<file path="config.mk">
export PLATFORM = sky130hd
export DESIGN_NAME = des_apb_regs
export DESIGN_NICKNAME = d
export VERILOG_FILES = /design/src/common/des_pkg.sv /design/src/hw/des_apb_regs.sv
export SDC_FILE = /design/constraint.sdc
export NUM_CORES = 1
export LEC_CHECK = 0
export BUFFER_PORTS_ARGS = -buffer_cell sky130_fd_sc_hd__buf_2
export CORE_MARGIN = 1.5
export CORE_UTILIZATION = 45
export DETAILED_ROUTE_END_ITERATION = 10
export GPL_TIMING_DRIVEN = 0
export HOLD_SLACK_MARGIN = 0.1
export PLACE_DENSITY_LB_ADDON = 0.12
export SETUP_SLACK_MARGIN = 0.02
export SLEW_MARGIN = 20
export SYNTH_ARGS = -nofsm -noshare
export SYNTH_HDL_FRONTEND = slang
export SYNTH_SLANG_ARGS = --single-unit
</file>
<file path="constraint.sdc">
create_clock -name clk -period 6.3 [get_ports clk]
set_clock_uncertainty 0.15 [all_clocks]
set_input_delay 0.315 -clock clk [delete_from_list [all_inputs] [get_ports clk]]
set_output_delay 0.315 -clock clk [all_outputs]
set_load 0.05 [all_outputs]
</file>
<file path="src/common/des_pkg.sv">
`default_nettype none

package des_pkg;

    localparam int N_ROUNDS = 16;          // Pipeline depth, one stage per round

    typedef logic [63:0] block_t;          // Plaintext or ciphertext block
    typedef logic [31:0] half_t;           // L or R half
    typedef logic [47:0] subkey_t;         // Round key after PC-2
    typedef logic [63:0] key_t;            // Full key, parity bits included
    typedef logic [7:0]  apb_addr_t;       // APB byte address

    // Index i holds the subkey of round i+1
    typedef subkey_t [N_ROUNDS-1:0] subkeys_t;

    // APB register map
    localparam apb_addr_t ADDR_KEY_HI  = 8'h00;
    localparam apb_addr_t ADDR_KEY_LO  = 8'h04;
    localparam apb_addr_t ADDR_DATA_HI = 8'h08;
    localparam apb_addr_t ADDR_DATA_LO = 8'h0C;  // Write launches the block
    localparam apb_addr_t ADDR_STATUS  = 8'h10;
    localparam apb_addr_t ADDR_RES_HI  = 8'h14;
    localparam apb_addr_t ADDR_RES_LO  = 8'h18;  // Read pops the entry

endpackage

`default_nettype wire

</file>
<file path="src/hw/des_apb_regs.sv">
`timescale 1ns/100ps
`default_nettype none

module des_apb_regs (
    input  logic               clk,
    input  logic               rst_n,
    input  des_pkg::apb_addr_t paddr,
    input  logic               psel,
    input  logic               penable,
    input  logic               pwrite,
    input  logic [31:0]        pwdata,
    output logic [31:0]        prdata,
    output logic               pready,
    output logic               pslverr,
    input  des_pkg::block_t    res_head,    // Oldest ciphertext in the buffer
    input  logic               res_avail,
    input  logic               credit,
    input  logic               in_flight,
    output des_pkg::key_t      key,
    output des_pkg::block_t    pt_block,
    output logic               launch,
    output logic               pop
);

    import des_pkg::*;

    logic        wr_acc;                // Access phase of a write
    logic        rd_acc;                // Access phase of a read
    logic        key_sel;
    logic        key_err;
    logic        data_err;
    logic        res_err;
    logic [31:0] key_hi;
    logic [31:0] key_lo;
    logic [31:0] data_hi;
    logic [31:0] data_lo;

    assign wr_acc  = psel && penable && pwrite;
    assign rd_acc  = psel && penable && !pwrite;
    assign key_sel = (paddr == ADDR_KEY_HI) || (paddr == ADDR_KEY_LO);

    // Error cases, all flagged in the access phase
    assign key_err  = wr_acc && key_sel && in_flight;    // Key must stay put under traffic
    assign data_err = wr_acc && (paddr == ADDR_DATA_LO) && !credit;
    assign res_err  = rd_acc && (paddr == ADDR_RES_LO) && !res_avail;

    assign launch  = wr_acc && (paddr == ADDR_DATA_LO) && credit;
    assign pop     = rd_acc && (paddr == ADDR_RES_LO) && res_avail;
    assign pslverr = key_err || data_err || res_err;
    assign pready  = 1'b1;                               // No wait states

    always_ff @(posedge clk) begin
        if (wr_acc) begin
            case (paddr)
                ADDR_KEY_HI:  if (!in_flight) key_hi <= pwdata;
                ADDR_KEY_LO:  if (!in_flight) key_lo <= pwdata;
                ADDR_DATA_HI: data_hi <= pwdata;
                ADDR_DATA_LO: data_lo <= pwdata;         // Kept for read-back even if dropped
                default: ;
            endcase
        end
    end

    assign key = {key_hi, key_lo};
    // Low word comes straight off the bus during the launching write
    assign pt_block = {data_hi, launch ? pwdata : data_lo};

    always_comb begin
        case (paddr)
            ADDR_KEY_HI:  prdata = key_hi;
            ADDR_KEY_LO:  prdata = key_lo;
            ADDR_DATA_HI: prdata = data_hi;
            ADDR_DATA_LO: prdata = data_lo;
            ADDR_STATUS:  prdata = {29'd0, !credit, in_flight, res_avail};
            ADDR_RES_HI:  prdata = res_head[63:32];
            ADDR_RES_LO:  prdata = res_head[31:0];
            default:      prdata = 32'd0;
        endcase
    end

    a_launch_pop_excl: assert property (@(posedge clk) disable iff (!rst_n)
        !(launch && pop));

endmodule

`default_nettype wire

</file>
==> qor.yml, run 1 <==
logic_synthesis:
  yosysSeqAreaShare_pct: 63.9
  ys_ff_latch: 128
  synthTopCellsByCount: "128 x edfxtp_1, 45 x mux2i_1, 35 x nand2_1"
  syn_avg_cell_area_um2: 15.0
  synth_top_cell_by_area: "edfxtp_1"
  synthMostInstantiatedCell: "edfxtp_1"
  ys_dominant_reg_cell: "edfxtp_1"
  yosys-top-cells-area: "edfxtp_1 64%, mux2_4 7.5%, mux2i_1 7.5%"
  yosys_warnings: 0
  async_flop_share_pct: 0
  syn_area_um2: 6010
  synth_top_area_share_pct: 63.9
  synth_fp_nets: 512
  synth_cells: 400
  synth_edf_count: 128
  yosysUniqueCellTypes: 36
placed_design:
  globalplace.congestion: 0.853
  dpl_cell_area_um2: 7740
  dpl.hpwl_um: 14000
  io_buffers: 272
flow_run:
  max_cap_violations: 0
worst_setup_path:
  cp-start-kind: "input pin"
  crit_chain: "buf_2 > buf_2 > and2_1 > clkbuf_1 > clkbuf_1 > a21oi_1 > o221ai_1 > buf_2"
  path_class: "input pin to primary output"
  crit_top_cell: "buf_2"
  cp-end-kind: "primary output"
  cp.depth: 8
  crit_fanout: 10
  max_stage_delay_ns: 0.59
  worst_path_dominant_cell_family: "buffers and inverters"
  cp.arrival_ns: 2.65
  cp.required_ns: 5.83
  crit_slowest_cell: "clkbuf_1"
  cp_num_buf_inv: 5
global_route:
  grt_pass1_wl_um: 29100
  antenna_found_initial: 2
  gr-total-overflow: 0
  grt_util_all_layers_pct: 28.0
  grt_max_degree: 19
  grt_pass1_vias: 5042
timing:
  tns_ns: 0
  finalHoldViolCount: 0
  period_needed_ns: 3.12
  fin_crit_sh_pct: 49.5
  maxSlewViolCount: 0
  worst_slew_pin_slew_ns: 0.965
  slew-limit-headroom_pct: 35.6
  rsz0062_at_grt: "false"
  fmax_mhz: 321
  setup_viol: 0
routing:
  remaining_drc_errors: 0
  vias_per_cell: 5.46
  dr_total_vias: 5057
  wl_per_cell_um: 21.3
  firstDrtPassIters: 6
  postRouteAntennaNets: 0
  routed_wl_um: 19800
  drtIter0Drc: 388
hold_path:
  hold_path_class: "input pin to flop"
  holdPathStages: 3
layout:
  syn2layout_area_growth_pct: 44.8
  stdcell_area_um2: 8710
  drive_gt1_share_pct: 50.1
  nets: 848
  fin_util_pct: 66.3
  fill_cells: 1042
floorplan:
  die_height_um: 119
  rows: 42
  start_util_pct: 45.8
  core_region_area_um2: 13100
  die_x_um: 119
  die-area_um2: 14100
  ios: 276
power:
  ir_drop_uv: 211
  cellLeakagePower_uw: 0.00374
  power_uw: 2140
  powerDensity_nw_per_um2: 246
clock_network:
  tritoncts: "yes"
  clock-sinks: 128
  root_buffer: "clkbuf_16"
  cts_buffers: 17
  h-tree-depth: 4
  cts_max_path_buffers: 2
  clkTransAtPathRegs_ns: 0.05
outcome:
  outcome: "finished, final reports clean"
[metal layers]
metal | GRT usage (%) | up-vias | wire length (um)
li1 | - | 2271 | -
met1 | 34.2 | 2447 | 7830
met2 | 47.7 | 293 | 9860
met3 | 6.81 | 46 | 1570
met4 | 11.3 | 0 | 493
met5 | 0 | - | 0
[final cells by class]
class	count	area, um^2	share of cell area (%)
Multi-Input combinational cell	245	2050	23.5
Timing Repair Buffer	317	1810	20.8
Clock inverter	15	218	2.50
Buffer	26	133	1.52
Tap cell	176	220	2.53
Antenna cell	2	5.00	0.0575
Inverter	1	3.75	0.0431
Clock buffer	17	425	4.89
Sequential cell	128	3840	44.1
[per-stage QoR]
stage	cells	hold slack, ns	setup WS (ns)
after floorplan	400	0.264	1.40
after global placement	848	0.388	-2.02
after detailed placement	861	0.400	3.13
after CTS	925	0.250	3.16
after global routing	927	0.268	3.07
final	927	0.264	3.18
[repair_timing]
action                    4_1_cts  5_1_grt
hold buffers                   32        0
hold endpoints to repair      128        0
setup buffers                   0        0
gates resized for setup         0        0
[final timing paths]
| kind | from | end | slack, ns |
|---|---|---|---|
| hold / removal | paddr[6] | data_hi[27]$_DFFE_PP_ | 0.26 |
| setup / recovery | paddr[2] | prdata[16] | 3.18 |
[sequential cells by signal, summed over array words and instances (netlist names)]
signal   count
data_hi     32
data_lo     32
key_hi      32
key_lo      32
[power by group]
part           switching, uW  internal, uW
Sequential             0.199           937
Combinational           79.5          65.3
Clock                    364           699
[cell usage in the layout (no fill, tap or decap), drive strengths merged, types with 2 or more instances in the layout]
| cell | netlist | routed |
|---|---|---|
| o221ai | 18 | 18 |
| bufinv | 0 | 5 |
| and2 | 2 | 2 |
| clkbuf | 11 | 28 |
| diode | 0 | 2 |
| dlygate4sd3 | 0 | 32 |
| nor2b | 4 | 4 |
| mux2 | 32 | 32 |
| a21oi | 18 | 18 |
| nand3 | 7 | 7 |
| nand2 | 35 | 35 |
| and3 | 3 | 3 |
| clkinvlp | 0 | 3 |
| nor2 | 24 | 24 |
| mux4 | 8 | 8 |
| edfxtp | 128 | 128 |
| buf | 15 | 300 |
| or3 | 2 | 2 |
| nor3 | 4 | 4 |
| mux2i | 45 | 45 |
| o21ai | 12 | 12 |
| a221o | 6 | 6 |
| nor4b | 2 | 2 |
| a22oi | 13 | 13 |
| clkinv | 0 | 7 |
| nor4 | 4 | 4 |
[tightest hold or removal path, stage by stage]
cell	delay, ns
buf_2	0.11
or3_4	0.15
nor4_2	0.08
[cells by family after synthesis]
group,after synthesis,synth area share (%)
and+or+nand+nor,88,7.10
other,1,0.0624
AOI/OAI and AO/OA,71,8.30
buffers and inverters,27,2.27
muxes,85,18.4
DFF,128,63.9
(Power assumes the default switching activity.)
==> inputs of run 2 (changes only) <==
==> constraint.sdc (replaced) <==
create_clock -name clk -period 3.3 [get_ports clk]
set_clock_uncertainty 0.15 [all_clocks]
set_input_delay 0.165 -clock clk [delete_from_list [all_inputs] [get_ports clk]]
set_output_delay 0.165 -clock clk [all_outputs]
set_load 0.05 [all_outputs]
==> run 2 against run 1 <==
  * Critical path depth stayed put
  * Worst hold slack worse by 0.092 ns
  * First-iteration DRC count rose by 1.0%
  * Setup slack got worse by 2.6 ns
  * Clock power rose by 46%
  * Power rose by 69%
  * Combinational power is 90% higher
  * Design area is 1.7% lower
  * Critical path type unchanged
  * Largest power group is now registers
==> qor.yml, run 2 (same netlist as run 1, synthesis figures left out) <==
outcome:
  outcome: "finished, final reports clean"
timing:
  fin_crit_sh_pct: 82.3
  worst_slew_pin_slew_ns: 1.02  # +0.0501 ns
  finalHoldViolCount: 0  # unchanged
  setup_viol: 0  # unchanged
  slew-limit-headroom_pct: 32.3  # -3.3 points
  maxSlewViolCount: 0  # unchanged
  fmax_mhz: 368
  worst_slack_ns: 0.585  # -2.60 ns
  period_needed_ns: 2.72
  rsz0062_at_grt: "false"
placed_design:
  dpl.hpwl_um: 13900  # -0.77%
  io_buffers: 272  # unchanged
  globalplace.congestion: 0.823  # -3.5%
  dp_slack_ns: 0.169  # -2.96 ns
power:
  power_uw: 3610  # +69%
  ir_drop_uv: 486  # +130%
  powerDensity_nw_per_um2: 422  # +71%
  cellLeakagePower_uw: 0.00367  # -2.1%
global_route:
  grt_max_degree: 19  # unchanged
  grt_pass1_wl_um: 28300  # -2.7%
  grt_pass1_vias: 4930  # -2.2%
  grt_util_all_layers_pct: 27.1  # -0.89 points
  antenna_found_initial: 0  # -2
  gr-total-overflow: 0  # unchanged
layout:
  antennaDiodeCount: 0  # -2
  fill_cells: 1038  # -0.38%
  nets: 843  # -0.59%
  final_common_cell: "buf_2"
  syn2layout_area_growth_pct: 42.3
  drive_gt1_share_pct: 48.7  # -1.4 points
  final_cell_mix: "279 x buf_2, 128 x edfxtp_1, 45 x mux2i_1"
clock_network:
  cts_hold_buf: 32  # unchanged
  h-tree-depth: 4  # unchanged
  tritoncts: "yes"
  clock-sinks: 128  # unchanged
  clkTransAtPathRegs_ns: 0.06  # about the same
  root_buffer: "clkbuf_16"
  cts_buffers: 17  # unchanged
  cts_resized: 0  # unchanged
  cts_max_path_buffers: 2  # unchanged
  cts_setup_buffers: 0  # unchanged
routing:
  routed_wl_um: 19300  # -2.4%
  vias_per_cell: 5.44  # -0.32%
  firstDrtPassIters: 5  # -1
  wl_per_cell_um: 21.0  # -1.4%
  remaining_drc_errors: 0  # unchanged
  drtIter0Drc: 392  # +1.0%
  dr_total_vias: 4992  # -1.3%
  postRouteAntennaNets: 0  # unchanged
worst_setup_path:
  crit_chain: "buf_2 > buf_2 > and2_1 > clkbuf_1 > clkbuf_1 > a21oi_1 > o221ai_1 > buf_2"
  cp.arrival_ns: 2.40  # -0.25 ns
  max_stage_delay_ns: 0.55  # -0.04 ns
  crit_top_cell: "buf_2"
  cp-end-kind: "primary output"
  crit_slowest_cell: "clkbuf_1"
  cp-start-kind: "input pin"
  path_class: "input pin to primary output"
  cp.required_ns: 2.98  # -2.85 ns
  crit_fanout: 10  # unchanged
floorplan:
  ios: 276  # unchanged
  die_height_um: 119  # unchanged
  die_x_um: 119  # unchanged
  core_region_area_um2: 13100  # unchanged
  start_util_pct: 45.8  # unchanged
  rows: 42  # unchanged
  die-area_um2: 14100  # unchanged
flow_run:
  max_cap_violations: 0  # unchanged
hold_path:
  hold_path_class: "input pin to flop"
run 2: area by class of cell:
class	instances	area [um^2]	area share, %
buffer	26	133	1.55
clock buffer	20	437	5.10
timing repair buffer	312	1810	21.2
tap	176	220	2.57
sequential	128	3840	44.9
clock inverter	10	48.8	0.570
multi-input combinational	245	2060	24.1
inverter	1	3.75	0.0439
run 2: critical path, delay by kind of cell:
kind | cells | cell delay [ns]
buffers and inverters | 5 | 1.69
AO/OA/AOI/OAI | 2 | 0.37
AND/OR/NAND/NOR | 1 | 0.17
run 2: per-stage QoR:
stage | TNS [ns] | hold WS, ns | util [%] | area [um^2] | std cells
2_1_floorplan | 0 | 0.114 | - | 6030 | 400
3_3_place_gp | -57.10 | 0.240 | 58.0 | 7610 | 848
3_5_place_dp | 0 | 0.246 | 59.0 | 7750 | 856
4_1_cts | 0 | 0.160 | 65.2 | 8560 | 918
5_1_grt | 0 | 0.184 | 65.2 | 8560 | 918
6_report | 0 | 0.171 | 65.2 | 8560 | 918
run 2: layer usage:
metal  GRT usage [%]  part of all wire, %  vias to the layer above
met5               0                    0                        -
met4            9.79                  1.9                        0
met3            5.84                  6.8                       29
met2            46.3                   51                      239
met1            34.0                   40                     2470
li1                -                    -                     2254
run 2: final timing paths:
check / startpoint / slack [ns] / end / depth (start not counted)
worst max-delay path: paddr[2] / 0.58 / prdata[25] / 8
worst min-delay path: paddr[7] / 0.17 / data_hi[19]$_DFFE_PP_ / 3
run 2: report_power, final:
group	internal (uW)	switching (uW)	total [uW]
Combinational	125	151	276
Clock	930	619	1550
Sequential	1790	0.383	1790
==> inputs of run 3 (changes only) <==
==> constraint.sdc (replaced) <==
create_clock -name clk -period 2.7 [get_ports clk]
set_clock_uncertainty 0.15 [all_clocks]
set_input_delay 0.135 -clock clk [delete_from_list [all_inputs] [get_ports clk]]
set_output_delay 0.135 -clock clk [all_outputs]
set_load 0.05 [all_outputs]
==> run 3 against run 2 <==
  * Critical path depth down 1
  * Die area unchanged
  * Flip-flop and latch count unchanged
  * Critical endpoint is now pslverr
  * Combinational power up 24%
==> qor.yml, run 3 (same netlist as run 1, synthesis figures left out) <==
outcome:
  outcome: "finished, final reports clean"
placed_design:
  dp_slack_ns: -0.0580  # -0.227 ns
  dpl_cell_area_um2: 7770  # +0.16%
  dpl.hpwl_um: 13800  # -0.25%
  io_buffers: 272  # unchanged
  globalplace.congestion: 0.838  # +1.9%
hold_path:
  whs_endpoint: "data_hi[19]$_DFFE_PP_"
  hold_path_class: "input pin to flop"
  holdPathStages: 3  # unchanged
  hp-start: "paddr[7]"
routing:
  firstDrtPassIters: 4  # -1
  wl_per_cell_um: 21.5  # +2.3%
  postRouteAntennaNets: 0  # unchanged
  drtIter0Drc: 247  # -37%
  dr_total_vias: 5048  # +1.1%
  remaining_drc_errors: 0  # unchanged
  vias_per_cell: 5.49  # +0.90%
  routed_wl_um: 19800  # +2.5%
flow_run:
  max_cap_violations: 0  # unchanged
worst_setup_path:
  worst_path_dominant_cell_family: "simple AND/OR/NAND/NOR gates"
  cp.required_ns: 2.41  # -0.57 ns
  cp-end-kind: "primary output"
  path_class: "input pin to primary output"
  cp-start-kind: "input pin"
  cp.arrival_ns: 2.26  # -0.14 ns
  crit_top_cell: "buf_2"
  max_stage_delay_ns: 0.53  # -0.02 ns
  cp_num_buf_inv: 3  # -2
  crit_slowest_cell: "clkbuf_1"
  crit_chain: "buf_2 > or3_4 > nor4_4 > clkbuf_1 > nand3_1 > a21oi_1 > buf_2"
  crit_fanout: 10  # unchanged
power:
  powerDensity_nw_per_um2: 532  # +26%
  cellLeakagePower_uw: 0.00370  # +1.0%
  ir_drop_uv: 409  # -16%
floorplan:
  ios: 276  # unchanged
  die-area_um2: 14100  # unchanged
  rows: 42  # unchanged
  die_height_um: 119  # unchanged
  start_util_pct: 45.8  # unchanged
  core_region_area_um2: 13100  # unchanged
  die_x_um: 119  # unchanged
clock_network:
  tritoncts: "yes"
  clock-sinks: 128  # unchanged
  cts_buffers: 17  # unchanged
  root_buffer: "clkbuf_16"
  h-tree-depth: 4  # unchanged
  clkTransAtPathRegs_ns: 0.06  # about the same
  cts_max_path_buffers: 2  # unchanged
layout:
  drive_gt1_share_pct: 49.7  # +1.1 points
  final_common_cell: "buf_2"
  syn2layout_area_growth_pct: 43.3
  nets: 843  # unchanged
  antennaDiodeCount: 0  # unchanged
  stdcell_area_um2: 8620  # +0.67%
  final_cell_mix: "279 x buf_2, 128 x edfxtp_1, 45 x mux2i_1"
global_route:
  grt_util_all_layers_pct: 28.4  # +1.3 points
  use_met3_pct: 7.53  # +1.7 points
  antenna_found_initial: 0  # unchanged
  grt_pass1_wl_um: 29400  # +3.8%
  use_met2_pct: 47.4  # +1.2 points
  met1_usage_pct: 34.5  # +0.46 points
  grt_max_degree: 22  # +3
  busiest_layer: "met2"
  gr-total-overflow: 0  # unchanged
  grt_pass1_vias: 5153  # +4.5%
timing:
  maxSlewViolCount: 0  # unchanged
  period_needed_ns: 2.55
  worst_slack_ns: 0.150  # -0.435 ns
  fmax_mhz: 392
  setup_viol: 0  # unchanged
  rsz0062_at_grt: "false"
  slew-limit-headroom_pct: 29.1  # -3.2 points
  finalHoldViolCount: 0  # unchanged
  fin_crit_sh_pct: 94.4
  worst_slew_pin_slew_ns: 1.06  # +0.0487 ns
## run 3: changes by cell type in the layout (fill, tap and decap cells not counted), sizes merged
cell    before  now
bufinv       0    1
clkbuf      31   29
clkinv       8   11
## run 3: worst max path at each step
| stage | startpoint | to | depth (start not counted) |
|---|---|---|---|
| after global placement | paddr[2] | data_hi[23]$_DFFE_PP_ | 6 |
| after CTS | paddr[2] | prdata[28] | 8 |
| final | paddr[5] | pslverr | 7 |
| after floorplan | paddr[2] | data_hi[0]$_DFFE_PP_ | 5 |
| after global routing | paddr[2] | prdata[25] | 8 |
| after detailed placement | paddr[2] | prdata[28] | 8 |
## run 3: area by class of cell
type,count,area [um^2]
Buffer,26,135
Clock buffer,18,429
Clock inverter,14,100
Fill cell,1033,4520
Inverter,1,3.75
Multi-Input combinational cell,245,2070
Sequential cell,128,3840
Tap cell,176,220
Timing Repair Buffer,312,1820
## run 3: through the flow
stage / power [uW] / util [%] / TNS (ns) / hold slack [ns] / instances
after global placement: 2520 / 58.1 / -99.59 / 0.211 / 848
final: 4590 / 65.6 / 0 / 0.125 / 920
after CTS: 4600 / 65.6 / 0 / 0.113 / 920
after global routing: 4720 / 65.6 / 0 / 0.123 / 920
after detailed placement: 2530 / 59.1 / -0.315 / 0.220 / 856
after floorplan: 2370 / - / 0 / 0.0839 / 400
## run 3: where the power goes
group	internal (uW)	total, uW	leakage [uW]	switching [uW]
Combinational	153	342	0.00229	189
Clock	1240	2060	0.000261	820
Sequential	2190	2190	0.00115	0.466
Total	3580	4590	0.00370	1010
## run 3: what timing repair did
action | 4_1_cts | 5_1_grt
hold buffers | 32 | 0
setup buffers | 0 | 0
endpoints found under the hold margin | 128 | 0
setup endpoints to repair | 9 | 0
gates resized for setup | 1 | 0
## run 3: layer usage
metal | routed length (um) | share of wire (%) | vias to the layer above
met1 | 7960 | 40 | 2500
met3 | 1450 | 7.3 | 47
met5 | 0 | 0 | -
met4 | 599 | 3.0 | 0
li1 | - | - | 2258
met2 | 9760 | 49 | 243
