[config.mk]
export PLATFORM = sky130hd
export DESIGN_NAME = des_result_buf
export DESIGN_NICKNAME = d
export VERILOG_FILES = /design/src/common/des_pkg.sv /design/src/hw/des_result_buf.sv
export SDC_FILE = /design/constraint.sdc
export NUM_CORES = 1
export LEC_CHECK = 0
export ABC_AREA = 1
export BUFFER_PORTS_ARGS = -buffer_cell sky130_fd_sc_hd__buf_2
export CORE_AREA = 3 3 175 177
export DETAILED_ROUTE_END_ITERATION = 16
export DIE_AREA = 0 0 178 180
export SLEW_MARGIN = 15
export SYNTH_ARGS = -nofsm -noshare
export SYNTH_HDL_FRONTEND = slang
export SYNTH_SLANG_ARGS = --single-unit
[constraint.sdc]
create_clock -name clk -period 6.15 [get_ports clk]
set_input_delay 0.3075 -clock clk [delete_from_list [all_inputs] [get_ports clk]]
set_output_delay 0.3075 -clock clk [all_outputs]
set_load 0.01 [all_outputs]
[src/common/des_pkg.sv]
`default_nettype none

package des_pkg;

    localparam int N_ROUNDS = 16;          // Pipeline depth, one stage per round

    typedef logic [63:0] block_t;          // Plaintext or ciphertext block
    typedef logic [31:0] half_t;           // L or R half
    typedef logic [47:0] subkey_t;         // Round key after PC-2
    typedef logic [63:0] key_t;            // Full key, parity bits included
    typedef logic [7:0]  apb_addr_t;       // APB byte address

    // Index i holds the subkey of round i+1
    typedef subkey_t [N_ROUNDS-1:0] subkeys_t;

    // APB register map
    localparam apb_addr_t ADDR_KEY_HI  = 8'h00;
    localparam apb_addr_t ADDR_KEY_LO  = 8'h04;
    localparam apb_addr_t ADDR_DATA_HI = 8'h08;
    localparam apb_addr_t ADDR_DATA_LO = 8'h0C;  // Write launches the block
    localparam apb_addr_t ADDR_STATUS  = 8'h10;
    localparam apb_addr_t ADDR_RES_HI  = 8'h14;
    localparam apb_addr_t ADDR_RES_LO  = 8'h18;  // Read pops the entry

endpackage

`default_nettype wire

[src/hw/des_result_buf.sv]
`timescale 1ns/100ps
`default_nettype none

module des_result_buf #(
    parameter int FIFO_DEPTH = 4
) (
    input  logic            clk,
    input  logic            rst_n,
    input  logic            launch,
    input  logic            ct_valid,
    input  des_pkg::block_t ct_block,
    input  logic            pop,
    output des_pkg::block_t res_head,
    output logic            res_avail,
    output logic            credit,
    output logic            in_flight
);

    import des_pkg::*;

    localparam int PTR_W = (FIFO_DEPTH > 1) ? $clog2(FIFO_DEPTH) : 1;
    localparam int CNT_W = $clog2(FIFO_DEPTH + 1);

    block_t             mem [FIFO_DEPTH];
    logic [PTR_W-1:0]   wr_ptr;
    logic [PTR_W-1:0]   rd_ptr;
    logic [CNT_W-1:0]   count;          // Entries stored
    logic [CNT_W-1:0]   outstanding;    // Launched and not yet popped

    function automatic logic [PTR_W-1:0] ptr_next(input logic [PTR_W-1:0] p);
        return (p == PTR_W'(FIFO_DEPTH - 1)) ? '0 : p + 1'b1;  // Wraps for any depth
    endfunction

    always_ff @(posedge clk) begin
        if (ct_valid) mem[wr_ptr] <= ct_block;
    end

    always_ff @(posedge clk) begin
        if (!rst_n) begin
            wr_ptr      <= '0;
            rd_ptr      <= '0;
            count       <= '0;
            outstanding <= '0;
        end else begin
            if (ct_valid) wr_ptr <= ptr_next(wr_ptr);
            if (pop)      rd_ptr <= ptr_next(rd_ptr);
            count       <= count + CNT_W'(ct_valid) - CNT_W'(pop);
            outstanding <= outstanding + CNT_W'(launch) - CNT_W'(pop);
        end
    end

    assign res_head  = mem[rd_ptr];
    assign res_avail = (count != '0);
    assign credit    = (outstanding < CNT_W'(FIFO_DEPTH));  // Room reserved per launch
    assign in_flight = (outstanding != count);              // Difference sits in the pipeline

    // Credit rule keeps a slot free for every block in the pipeline
    a_no_overflow: assert property (@(posedge clk) disable iff (!rst_n)
        ct_valid |-> (count < CNT_W'(FIFO_DEPTH)));
    a_no_underflow: assert property (@(posedge clk) disable iff (!rst_n)
        pop |-> (outstanding != '0));

endmodule

`default_nettype wire

==> results.txt, run 1 <==
- The run finished with clean final reports.
- Number of violations reported at the end of detailed-routing iteration 0: 412
- Clock tree synthesis selected as its root buffer the cell clkbuf_16.
* Placer congestion estimate: 0.717
- Subtracting the final worst setup slack from the clock period gives 3.22 ns.
- Setup repair after global routing left no endpoint under its margin.
- Portion of the post-synthesis area used by sequential elements: 0.775
* Total of cells resized after clock tree synthesis: 0
* Clock slew at reported path FFs: 0.06 ns
* Max incr delay on CP: 0.66 ns
- CORE AREA: 29400 sq um
- Across all hold checks on the routed design, the worst slack comes to 0.0377 ns.
* Initial Util: 0.348
- GRT Residual Overflow: 0
- Number of stages on the worst hold path: 1
- Width of the die: 178 um
- Slew Viols, Final: 0
* Wire length the detailed router placed on met1: 9300 um
- Along the worst path, the maximum fanout reaches 65.
- For the pin with the worst max-slew slack, the measured transition is 0.798 ns.
- The clock passes through at most 3 buffers.
* Detailed-route via count: 6271
- Path type of the worst min-delay path: primary input to flip-flop
- For the final database, setup skew stands at 0.0110 ns.
- At the worst endpoint, the required time is 5.84 ns.
- The net count of the finished layout is 1040.
* Path type of the worst setup path: flip-flop to output port
* Final setup vio count: 0
- Final hold viol count: 0
- Of all cell types, the one taking the most synthesized area is edfxtp_1.
- Dividing the detail-routed wire length by the instance count gives 15.4 um.
- For this run, the leading register cell type out of synthesis is edfxtp_1.
* Met3 wire length: 1060 um
* GRT Resource Usage Total: 0.130
- Buffers inserted during clock tree synthesis total 29.
- CTS saw 268 sinks.
- Endpoint class of the critical path: output port
- Maximum VDD drop: 0.000174 V
* Synthesized cell area: 10200 sq um
- Count of buffers added by post-CTS timing repair for setup: 0
- Number of iterations in the first detailed-routing pass: 4
- Clock Latency Late Sink: 0.53 ns
* DRC Markers: 0
- TritonCTS built the clock tree.
* Area delta synth->final: 24.4%
* Total power draw: 4160 uW
- The analysis attributes to cell leakage a power of 0.00459 uW.
- In the final layout, the share of cells above drive strength 1 is 0.188.
- Buffers placed on the I/O ports in this run total 135.
* Number of filler cells placed in the layout: 2641
- Initial antenna violation count: 2
- Ratio of total power to cell area: 327 nW/um^2
- The cell that appears most often on the critical path is o21ai_0.
* I/O pin count: 136
- Max Clk Rate: 311 MHz
- The first global-routing pass estimated 32900 um of wire.
- For this run, the number of Yosys warnings is 0.
- Count of hold-fix buffers inserted at cts: 61
* Uppermost layer routed: met4
- Proportion of synthesized flip-flops having asynchronous set or reset: 0
* Die outline area: 32000 sq um
- A synthesized cell averages 13.3 sq um.
- After detailed routing, the number of vias per cell comes to 4.57.
- The synthesized design contains 256 enable-type register cells.
- Worst EP arrival: 2.91 ns
- Placement Rows: 63
- Number of antenna-violating nets in the routed design: 0
- In the finished design, the share of the clock period the worst path needs comes to 0.523.
- Cell with the biggest individual delay on the critical path: buf_4
* Post-synthesis cell count: 767
- CTS H-tree lvls: 1
* Hpwl dp: 11400 um
- By area the synthesized netlist is led by edfxtp_1 (75%), nor2_1 (7.2%), o21ai_1 (6.6%).
* FF-to-FF path depth: 4
- The die is 180 um tall.
- Rel. slew slack: 0.468
- Maximum number of pins on one net before global-route repair: 72
- Synthesis inferred 268 register bits.
- Area share of the leading cell type in the synthesized netlist: 0.752
- STA classifies the critical path startpoint as a flip-flop.
- Worst-path cell chain: inv_4 > buf_4 > o21ai_0 > o21ai_0 > buf_2
- Post-synth cell types: 17
- The number of global-route vias before repair was 6126.
- Final routed wirelength across all metal layers: 21100 um
- Mapped Nets: 847
* Leading cell types by count after synthesis: edfxtp_1 (256), nor2_1 (196), o21ai_1 (134), o21ai_0 (59), inv_1 (25)
- Final setup TNS: 0 ns
- Most common cell in the netlist: edfxtp_1
- Maximum Capacitance Violations: 0
* Detailed-routed wire length on met2: 10300 um
## final cells by class
class / count / area [sq um] / share of cell area
repair buffers: 203 / 1340 / 0.105
well taps: 390 / 488 / 0.0383
inverters: 27 / 111 / 0.00875
clock buffers: 41 / 771 / 0.0606
diodes: 2 / 5.00 / 0.000393
multi-input cells: 431 / 2000 / 0.157
flip-flops and latches: 268 / 7930 / 0.623
clock inverters: 10 / 76.3 / 0.00600
## power breakdown
group	switching [uW]	internal (uW)	total (uW)	leakage, uW
combinational	290	177	467	0.00173
clock	647	907	1550	0.000408
sequential	36.2	2100	2140	0.00245
total	973	3180	4160	0.00459
## stage by stage
step / worst slack [ns] / utilization / area (sq um) / instances
floorplan: 3.87 / - / 10200 / 767
global placement: 3.46 / 0.383 / 11300 / 1258
detailed placement: 3.47 / 0.383 / 11300 / 1258
CTS: 2.89 / 0.433 / 12700 / 1370
global route: 2.67 / 0.433 / 12700 / 1371
finish: 2.93 / 0.433 / 12700 / 1372
## worst max-delay path, delay by kind of cell, from the launching register on
kind / cells / cell delay, ns
buffers and inverters: 3 / 1.38
AO/OA/AOI/OAI: 2 / 0.36
flip-flops: 1 / 0.55
## sequential cells by signal, summed over array words and instances (netlist names), named ones only
name / count
rd_ptr: 2
mem: 256
outstanding: 3
count: 3
wr_ptr: 2
## layout by cell type, fill, tap and decap left out, drive strengths merged
master | netlist | layout
clkinv | 0 | 12
inv | 27 | 23
clkbuf | 18 | 41
nand3 | 4 | 4
edfxtp | 256 | 256
fa | 2 | 2
ha | 9 | 9
bufinv | 0 | 1
dfxtp | 12 | 12
o21ai | 193 | 193
a21oi | 5 | 5
nand2 | 17 | 17
nor2 | 196 | 196
clkinvlp | 0 | 1
diode | 0 | 2
buf | 23 | 142
nor3 | 1 | 1
xnor2 | 4 | 4
dlygate4sd3 | 0 | 61
## routing by layer
| layer | up-vias | global-route usage |
|---|---|---|
| met1 | 2972 | 0.170 |
| met5 | - | 0 |
| met4 | 0 | 0.0386 |
| met3 | 32 | 0.0222 |
| li1 | 3123 | - |
| met2 | 144 | 0.221 |
## logic make-up (layout without fill, tap and decap cells)
| family | after synthesis | in the layout | share of synthesized area |
|---|---|---|---|
| compound gates | 198 | 198 | 0.0969 |
| simple gates | 218 | 218 | 0.0806 |
| flops | 268 | 268 | 0.775 |
| xor+xnor | 4 | 4 | 0.00343 |
| other cells | 0 | 2 | 0 |
| fa+ha+maj | 11 | 11 | 0.0149 |
| buf+inv | 68 | 281 | 0.0290 |
## final timing paths
check                               from              endpoint  slack, ns
setup / recovery               flip-flop           res_head[1]       2.93
hold / removal              ct_block[23]  mem[2][23]$_DFFE_PP_       0.04
setup reg to reg  wr_ptr[0]$_SDFFE_PN0P_  mem[3][28]$_DFFE_PP_       4.09
hold reg to reg   rd_ptr[0]$_SDFFE_PN0P_             flip-flop       0.50
Power figures use the tool's default switching activity.
==> run 2, diff against run 1 <==
==> constraint.sdc (replaced) <==
create_clock -name clk -period 3.3 [get_ports clk]
set_input_delay 0.165 -clock clk [delete_from_list [all_inputs] [get_ports clk]]
set_output_delay 0.165 -clock clk [all_outputs]
set_load 0.01 [all_outputs]
==> run 2 against run 1 <==
Against the previous run:
- cell count up 0.73%
- register-to-register slack worse by 2.8 ns
- critical path depth unchanged
- worst hold slack worse by 0.0087 ns
- sequential share of layout area down 0.67 points
- setup slack worse by 2.0 ns
- die area unchanged
- largest power group unchanged
==> results.txt, run 2 (synthesis results as in run 1) <==
- Most frequent cells in the layout: edfxtp_1 (256), nor2_1 (196), buf_2 (135)
* Final setup TNS: 0 ns
- Following the worst setup path forward leads to its endpoint at res_head[5].
- The floorplan has 63 rows.
* Number of flip-flops under the largest register name: 256
- Die outline area: 32000 sq um
* Inserted Clock Buffers: 28
- Maximum number of pins on one net before global-route repair: 130
- Cell with the biggest individual delay on the critical path: inv_4
- Number of nets in the layout: 1049
* GRT Residual Overflow: 0
- DRC Markers: 0
- Measured along the x axis, the die boundary spans 178 um.
- Worst R2R End: mem[0][14]$_DFFE_PP_
* Post-route cell area: 12900 sq um
- Final routed wirelength across all metal layers: 21800 um
* Clock Latency Late Sink: 0.53 ns
- Largest registers ranked by flip-flop count: mem: 256 flops, count: 3 flops, outstanding: 3 flops
- Hpwl dp: 12100 um
- Share of layout cells above drive strength 1: 0.193
* Top reg by flops: mem
* Initial antenna violation count: 2
- Traced cell by cell, the critical path runs through inv_4 > buf_4 > o21ai_0 > o21ai_1 > buf_2.
* Rel. slew slack: 0.432
- Clk_skew: 0.00627 ns
* Number of filler cells placed in the layout: 2661
* Sequential cell area: 7930 sq um
- For the worst flop-to-flop path, the logic depth is 5.
- Count of buffers added by post-CTS timing repair for setup: 0
- Power spread over the standard cell area amounts to 607 nW/um^2.
* Maximum VDD drop: 0.000495 V
- For this run, the slowest stage of the critical path takes 0.40 ns.
- Number of global-route vias before repair: 6527
- Kind of launch point of the worst setup path: flip-flop
* Clock slew at reported path FFs: 0.06 ns
- Outcome: finished, final reports clean
- Maximum Capacitance Violations: 0
* Area delta synth->final: 25.8%
* Root buffer cell: clkbuf_16
- In the routed layout, each cell is associated on average with a via count of 4.61.
- Detailed-route via count: 6371
* Time the final worst path needs with I/O delays and setup: 2.34 ns
- Path type of the worst setup path: flip-flop to output port
- The tightest min-delay check is of the primary input to flip-flop type.
- In this run the remaining antenna-violating nets after routing total 0.
* Wire length of the first global-routing pass: 34600 um
- Data arrives at the worst endpoint at 2.17 ns.
- Buffers from clock root to sink, at most: 3
- Largest fanout of any net on the critical path: 51
* Register-to-register setup slack: 1.34 ns
* Sink count of the clock tree: 268
* Final setup vio count: 0
* Initial Util: 0.348
- TritonCTS built the clock tree.
- The worst register-to-register path begins at wr_ptr[0]$_SDFFE_PN0P_.
* Static Leakage: 0.00465 uW
- Placer congestion estimate: 0.716
* Most common cell after layout, fill and taps aside: edfxtp_1
- GRT Resource Usage Total: 0.134
- Cell area after placement: 11300 sq um
* Multi-input logic area: 2000 sq um
- The die is 180 um tall.
- Buffers placed on the I/O ports in this run total 135.
* CORE AREA: 29400 sq um
* Final period utilization: 0.709
- For this block, the initial DRC count from the detailed router was 306.
- CP Depth: 5
- At the worst endpoint, the required time is 3.13 ns.
- In this run the number of H-tree levels came out at 1.
* Number of iterations in the first detailed-routing pass: 4
- Grouping stages by cell kind, the critical path spends the most delay in buffers and inverters.
* Slew Viols, Final: 0
- The worst setup path is captured at an output port.
- The number of buffers and inverters on the critical path is 3.
- The final hold violation count was 0.
* Worst-margin pin slew: 0.852 ns
- Max Clk Rate: 427 MHz
- Wire length per cell after detailed routing: 15.8 um
* RSZ-0062 raised after global routing: false
- During I/O placement, the number of pins put on the boundary was 136.
==> run 2: cell types whose count changed in the layout (fill, tap and decap cells not counted), moves of 2 or more <==
cell / delta
clkinvlp_4: +2
dlygate4sd3_1: +6
buf_12: +2
buf_4: +2
clkinv_1: +4
clkbuf_1: -6
==> run 2: metrics by stage <==
step,instances,total power (uW),util,setup slack (ns),hold slack [ns]
after global routing,1382,8160,0.437,0.748,0.0474
after detailed placement,1262,4910,0.385,1.30,0.380
after CTS,1381,7930,0.437,0.872,0.00452
after floorplan,767,4540,-,1.04,0.258
final,1382,7810,0.437,0.960,0.0290
after global placement,1262,4890,0.385,1.30,0.380
==> run 2: timing repair <==
action	4_1_cts	5_1_grt
gates resized for setup	0	0
hold endpoints to repair	265	0
hold buffers	67	0
==> run 2: how the worst min path moves through the flow <==
stage / slack [ns] / cells after the start / from / to
floorplan: 0.26 / 2 / rst_n / count[0]$_SDFF_PN0_
global placement: 0.38 / 1 / ct_block[37] / mem[3][37]$_DFFE_PP_
detailed placement: 0.38 / 1 / ct_block[37] / mem[3][37]$_DFFE_PP_
CTS: 0.005 / 3 / ct_valid / wr_ptr[0]$_SDFFE_PN0P_
global route: 0.05 / 3 / ct_valid / wr_ptr[1]$_SDFFE_PN0P_
finish: 0.03 / 3 / ct_valid / wr_ptr[1]$_SDFFE_PN0P_
==> run 2: area by class of cell <==
type                       instances  area share
inverter                          27     0.00866
clock inverter                    18      0.0116
tap                              390      0.0379
antenna                            1    0.000195
clock buffer                      34      0.0562
timing repair buffer             213       0.113
multi-input combinational        431       0.156
sequential                       268       0.617
==> run 2: power by group <==
group          internal [uW]  switching [uW]  leakage (uW)
registers               3910            51.2       0.00245
logic                    341             567       0.00178
clock network           1710            1220      0.000416
==> run 2: worst reg2reg max path, cell delays in order, from the launching register on <==
cell      delay (ns)
dfxtp_1         0.35
inv_1           0.10
ha_1            0.14
nand2_1         0.06
clkinv_2        0.19
buf_4           0.72
==> run 2: metal layers <==
metal / global-route usage / share of wire / routed length (um)
met5: 0 / 0.00032 / 7
met2: 0.232 / 0.50 / 10900
met4: 0.0330 / 0.012 / 256
met1: 0.175 / 0.44 / 9590
met3: 0.0245 / 0.047 / 1030
==> run 3, diff against run 2 <==
==> constraint.sdc (replaced) <==
create_clock -name clk -period 2.2 [get_ports clk]
set_input_delay 0.11 -clock clk [delete_from_list [all_inputs] [get_ports clk]]
set_output_delay 0.11 -clock clk [all_outputs]
set_load 0.01 [all_outputs]
==> run 3 against run 2 <==
Against the previous run:
- via count increased by 1.6%
- register-to-register slack worse by 0.73 ns
- final area increased by 1.7%
- power up 52%
- sequential power up 50%
- clock power is 52% higher
- die area unchanged
- utilization is 0.74 points higher
- routed wire length is 3.6% higher
- first-iteration DRC count grew 37%
- largest power group unchanged
==> results.txt, run 3 (synthesis results as in run 1) <==
* Share of layout cells above drive strength 1: 0.201
- Path type of the worst min-delay path: primary input to flip-flop
- The library cell used most frequently in the layout, excluding fill and tap cells, is edfxtp_1.
* Worst-path cell chain: inv_8 > buf_12 > o21ai_0 > o21ai_0 > buf_2
- Cell area after placement: 11400 sq um
* Area delta synth->final: 27.9%
- Initial Util: 0.348
- The share of total power dissipated in combinational logic is 0.121.
* Placer congestion estimate: 0.745
- The routed layout has 6473 vias.
- Cell internal pwr: 9070 uW
* Hpwl dp: 12900 um
* CORE AREA: 29400 sq um
- After detailed routing, the total wire length is 22600 um.
- STA puts the critical path data required time at 2.09 ns.
- The largest single stage delay on the critical path is 0.43 ns.
- In this run the remaining antenna-violating nets after routing total 0.
* Number of violations reported at the end of detailed-routing iteration 0: 420
- The number of global-route vias before repair is 6369.
- Worst-margin pin slew: 0.409 ns
- Static Leakage: 0.00473 uW
- Dividing the detail-routed via count by the number of cells gives 4.66.
- Critical Path Most Common Cell: o21ai_0
- The top cell types in the final layout, fill and taps aside, are edfxtp_1 (256), nor2_1 (196), buf_2 (135).
* Post-layout instance count excluding filler cells: 1389
- For this run, the total global-route usage over all layers was measured as 0.138.
- Wire length the detailed router placed on met1: 9860 um
- I/O pin count: 136
- Of the available clock period, the critical path in the final layout requires 0.944.
- Met3 wire length: 1340 um
- Of the total power, the share spent switching nets is 0.236.
- Path type of the worst setup path: flip-flop to output port
- Number of filler cells placed in the layout: 2657
* CTS tree: done
* Clock slew at reported path FFs: 0.06 ns
- Number of flip-flops under the largest register name: 256
- Row generation in the floorplan step produced 63 rows.
- Final setup vio count: 0
* Maximum number of pins on one net before global-route repair: 44
* Height of the die: 180 um
- The worst setup path is launched from a flip-flop.
* GRT Residual Overflow: 0
- In the routed design, unresolved DRC markers number 0.
* Inserted Clock Buffers: 29
* Largest registers ranked by flip-flop count: mem: 256 flops, count: 3 flops, outstanding: 3 flops
* Top reg by flops: mem
- Counting along the longest clock path gives a buffer depth of 3.
- Maximum VDD drop: 0.000515 V
* Port Buffers: 135
- Wire length of the first global-routing pass: 34900 um
* Clock Latency Late Sink: 0.53 ns
- Sink count of the clock tree: 268
* Wire length per cell after detailed routing: 16.3 um
* Ratio of total power to cell area: 908 nW/um^2
- Placed Cells incl. Taps: 1268
- The final hold violation count is 0.
* Net load switching power: 2800 uW
- The worst setup path is captured at an output port.
- The highest metal layer carrying signal wires in the routed design is met4.
* Time the final worst path needs with I/O delays and setup: 2.08 ns
- Among all stages on the critical path, the largest delay is contributed by dfxtp_4.
* Largest fanout of any net on the critical path: 37
- The flow ran to the end, and the final reports show no timing, DRC or antenna violations.
- Number of nets in the layout: 1059
* Multi-input logic area: 2000 sq um
- Width of the die: 178 um
* Root buffer cell: clkbuf_16
* Buffer and inverter count on the worst path: 3
- Initial antenna violation count: 1
- On the critical path the largest part of the delay comes from buffers and inverters.
- Die outline area: 32000 sq um
* CTS H-tree lvls: 1
* Rel. slew slack: 0.727
- The final count of pins violating max slew was 0.
- Across the whole layout, storage elements account for 7930 sq um.
* Clk_skew: 0.00698 ns
- The finished cells cover 13100 sq um.
- Worst EP arrival: 1.97 ns
* Proportion of power drawn by the clock network: 0.377
- The tool flagged a number of max-cap violations equal to 0.
- After detailed routing, the met2 layer carries 10800 um of wire.
- RSZ-0062 raised after global routing: true
* Number of iterations in the first detailed-routing pass: 4
- Of the total power, registers draw 0.502.
- Max Clk Rate: 482 MHz
==> run 3: changes by cell type in the layout (fill, tap and decap cells not counted), moves of 2 or more <==
cell,change
clkinvlp_4,+3
clkinv_2,-3
buf_12,+5
buf_6,+2
inv_8,+3
clkinv_1,-4
inv_4,-2
==> run 3: final timing paths <==
check	slack [ns]	to	cells after the start	startpoint
setup / recovery	0.12	res_head[0]	5	flip-flop
hold / removal	0.33	mem[1][11]$_DFFE_PP_	2	ct_block[11]
setup reg to reg	0.61	count[2]$_SDFF_PN0_	9	count[0]$_SDFF_PN0_
hold reg to reg	0.51	flip-flop	2	rd_ptr[0]$_SDFFE_PN0P_
==> run 3: worst register-to-register path, stage by stage (launching register included) <==
cell and delay (ns):
dfxtp_1 0.35, inv_1 0.07, ha_1 0.27, inv_1 0.04, ha_1 0.18, fa_1 0.35, inv_1 0.07, nand3_1 0.07
nand2_1 0.06, nor2_1 0.03
==> run 3: layout make-up <==
class / count / share of cell area
diodes: 1 / 0.000191
clock buffers: 35 / 0.0572
clock inverters: 15 / 0.0103
inverters: 27 / 0.0100
multi-input cells: 431 / 0.153
flip-flops and latches: 268 / 0.606
well taps: 390 / 0.0373
repair buffers: 222 / 0.125
==> run 3: metal layers <==
metal,vias up,GRT usage
li1,3165,-
met1,3103,0.182
met2,171,0.226
met3,34,0.0285
met4,0,0.0459
met5,-,0
==> run 3: power by group through the flow <==
stage / Clock [uW] / Sequential (uW) / Combinational, uW
2_1_floorplan: 0 / 6040 / 764
3_3_place_gp: 0 / 6060 / 1320
3_5_place_dp: 0 / 6060 / 1340
4_1_cts: 4640 / 5950 / 1470
5_1_grt: 4840 / 5980 / 1610
6_report: 4480 / 5950 / 1440
==> run 3: stage by stage <==
| step | utilization | hold slack [ns] | worst slack, ns | TNS (ns) | power [uW] |
|---|---|---|---|---|---|
| floorplan | - | 0.203 | 0.172 | 0 | 6800 |
| global placement | 0.389 | 0.325 | 0.505 | 0 | 7380 |
| detailed placement | 0.389 | 0.326 | 0.505 | 0 | 7400 |
| CTS | 0.444 | 0.293 | 0.0467 | 0 | 12100 |
| global route | 0.445 | 0.310 | -0.0126 | -0.0290 | 12400 |
| finish | 0.445 | 0.331 | 0.123 | 0 | 11900 |
==> run 3: repair_timing <==
action                     4_1_cts  5_1_grt
hold endpoints to repair       268        0
buffers inserted                 1        0
hold buffers                    68        0
cloned                           1        0
setup endpoints to repair       34       12
gates resized for setup          3        6
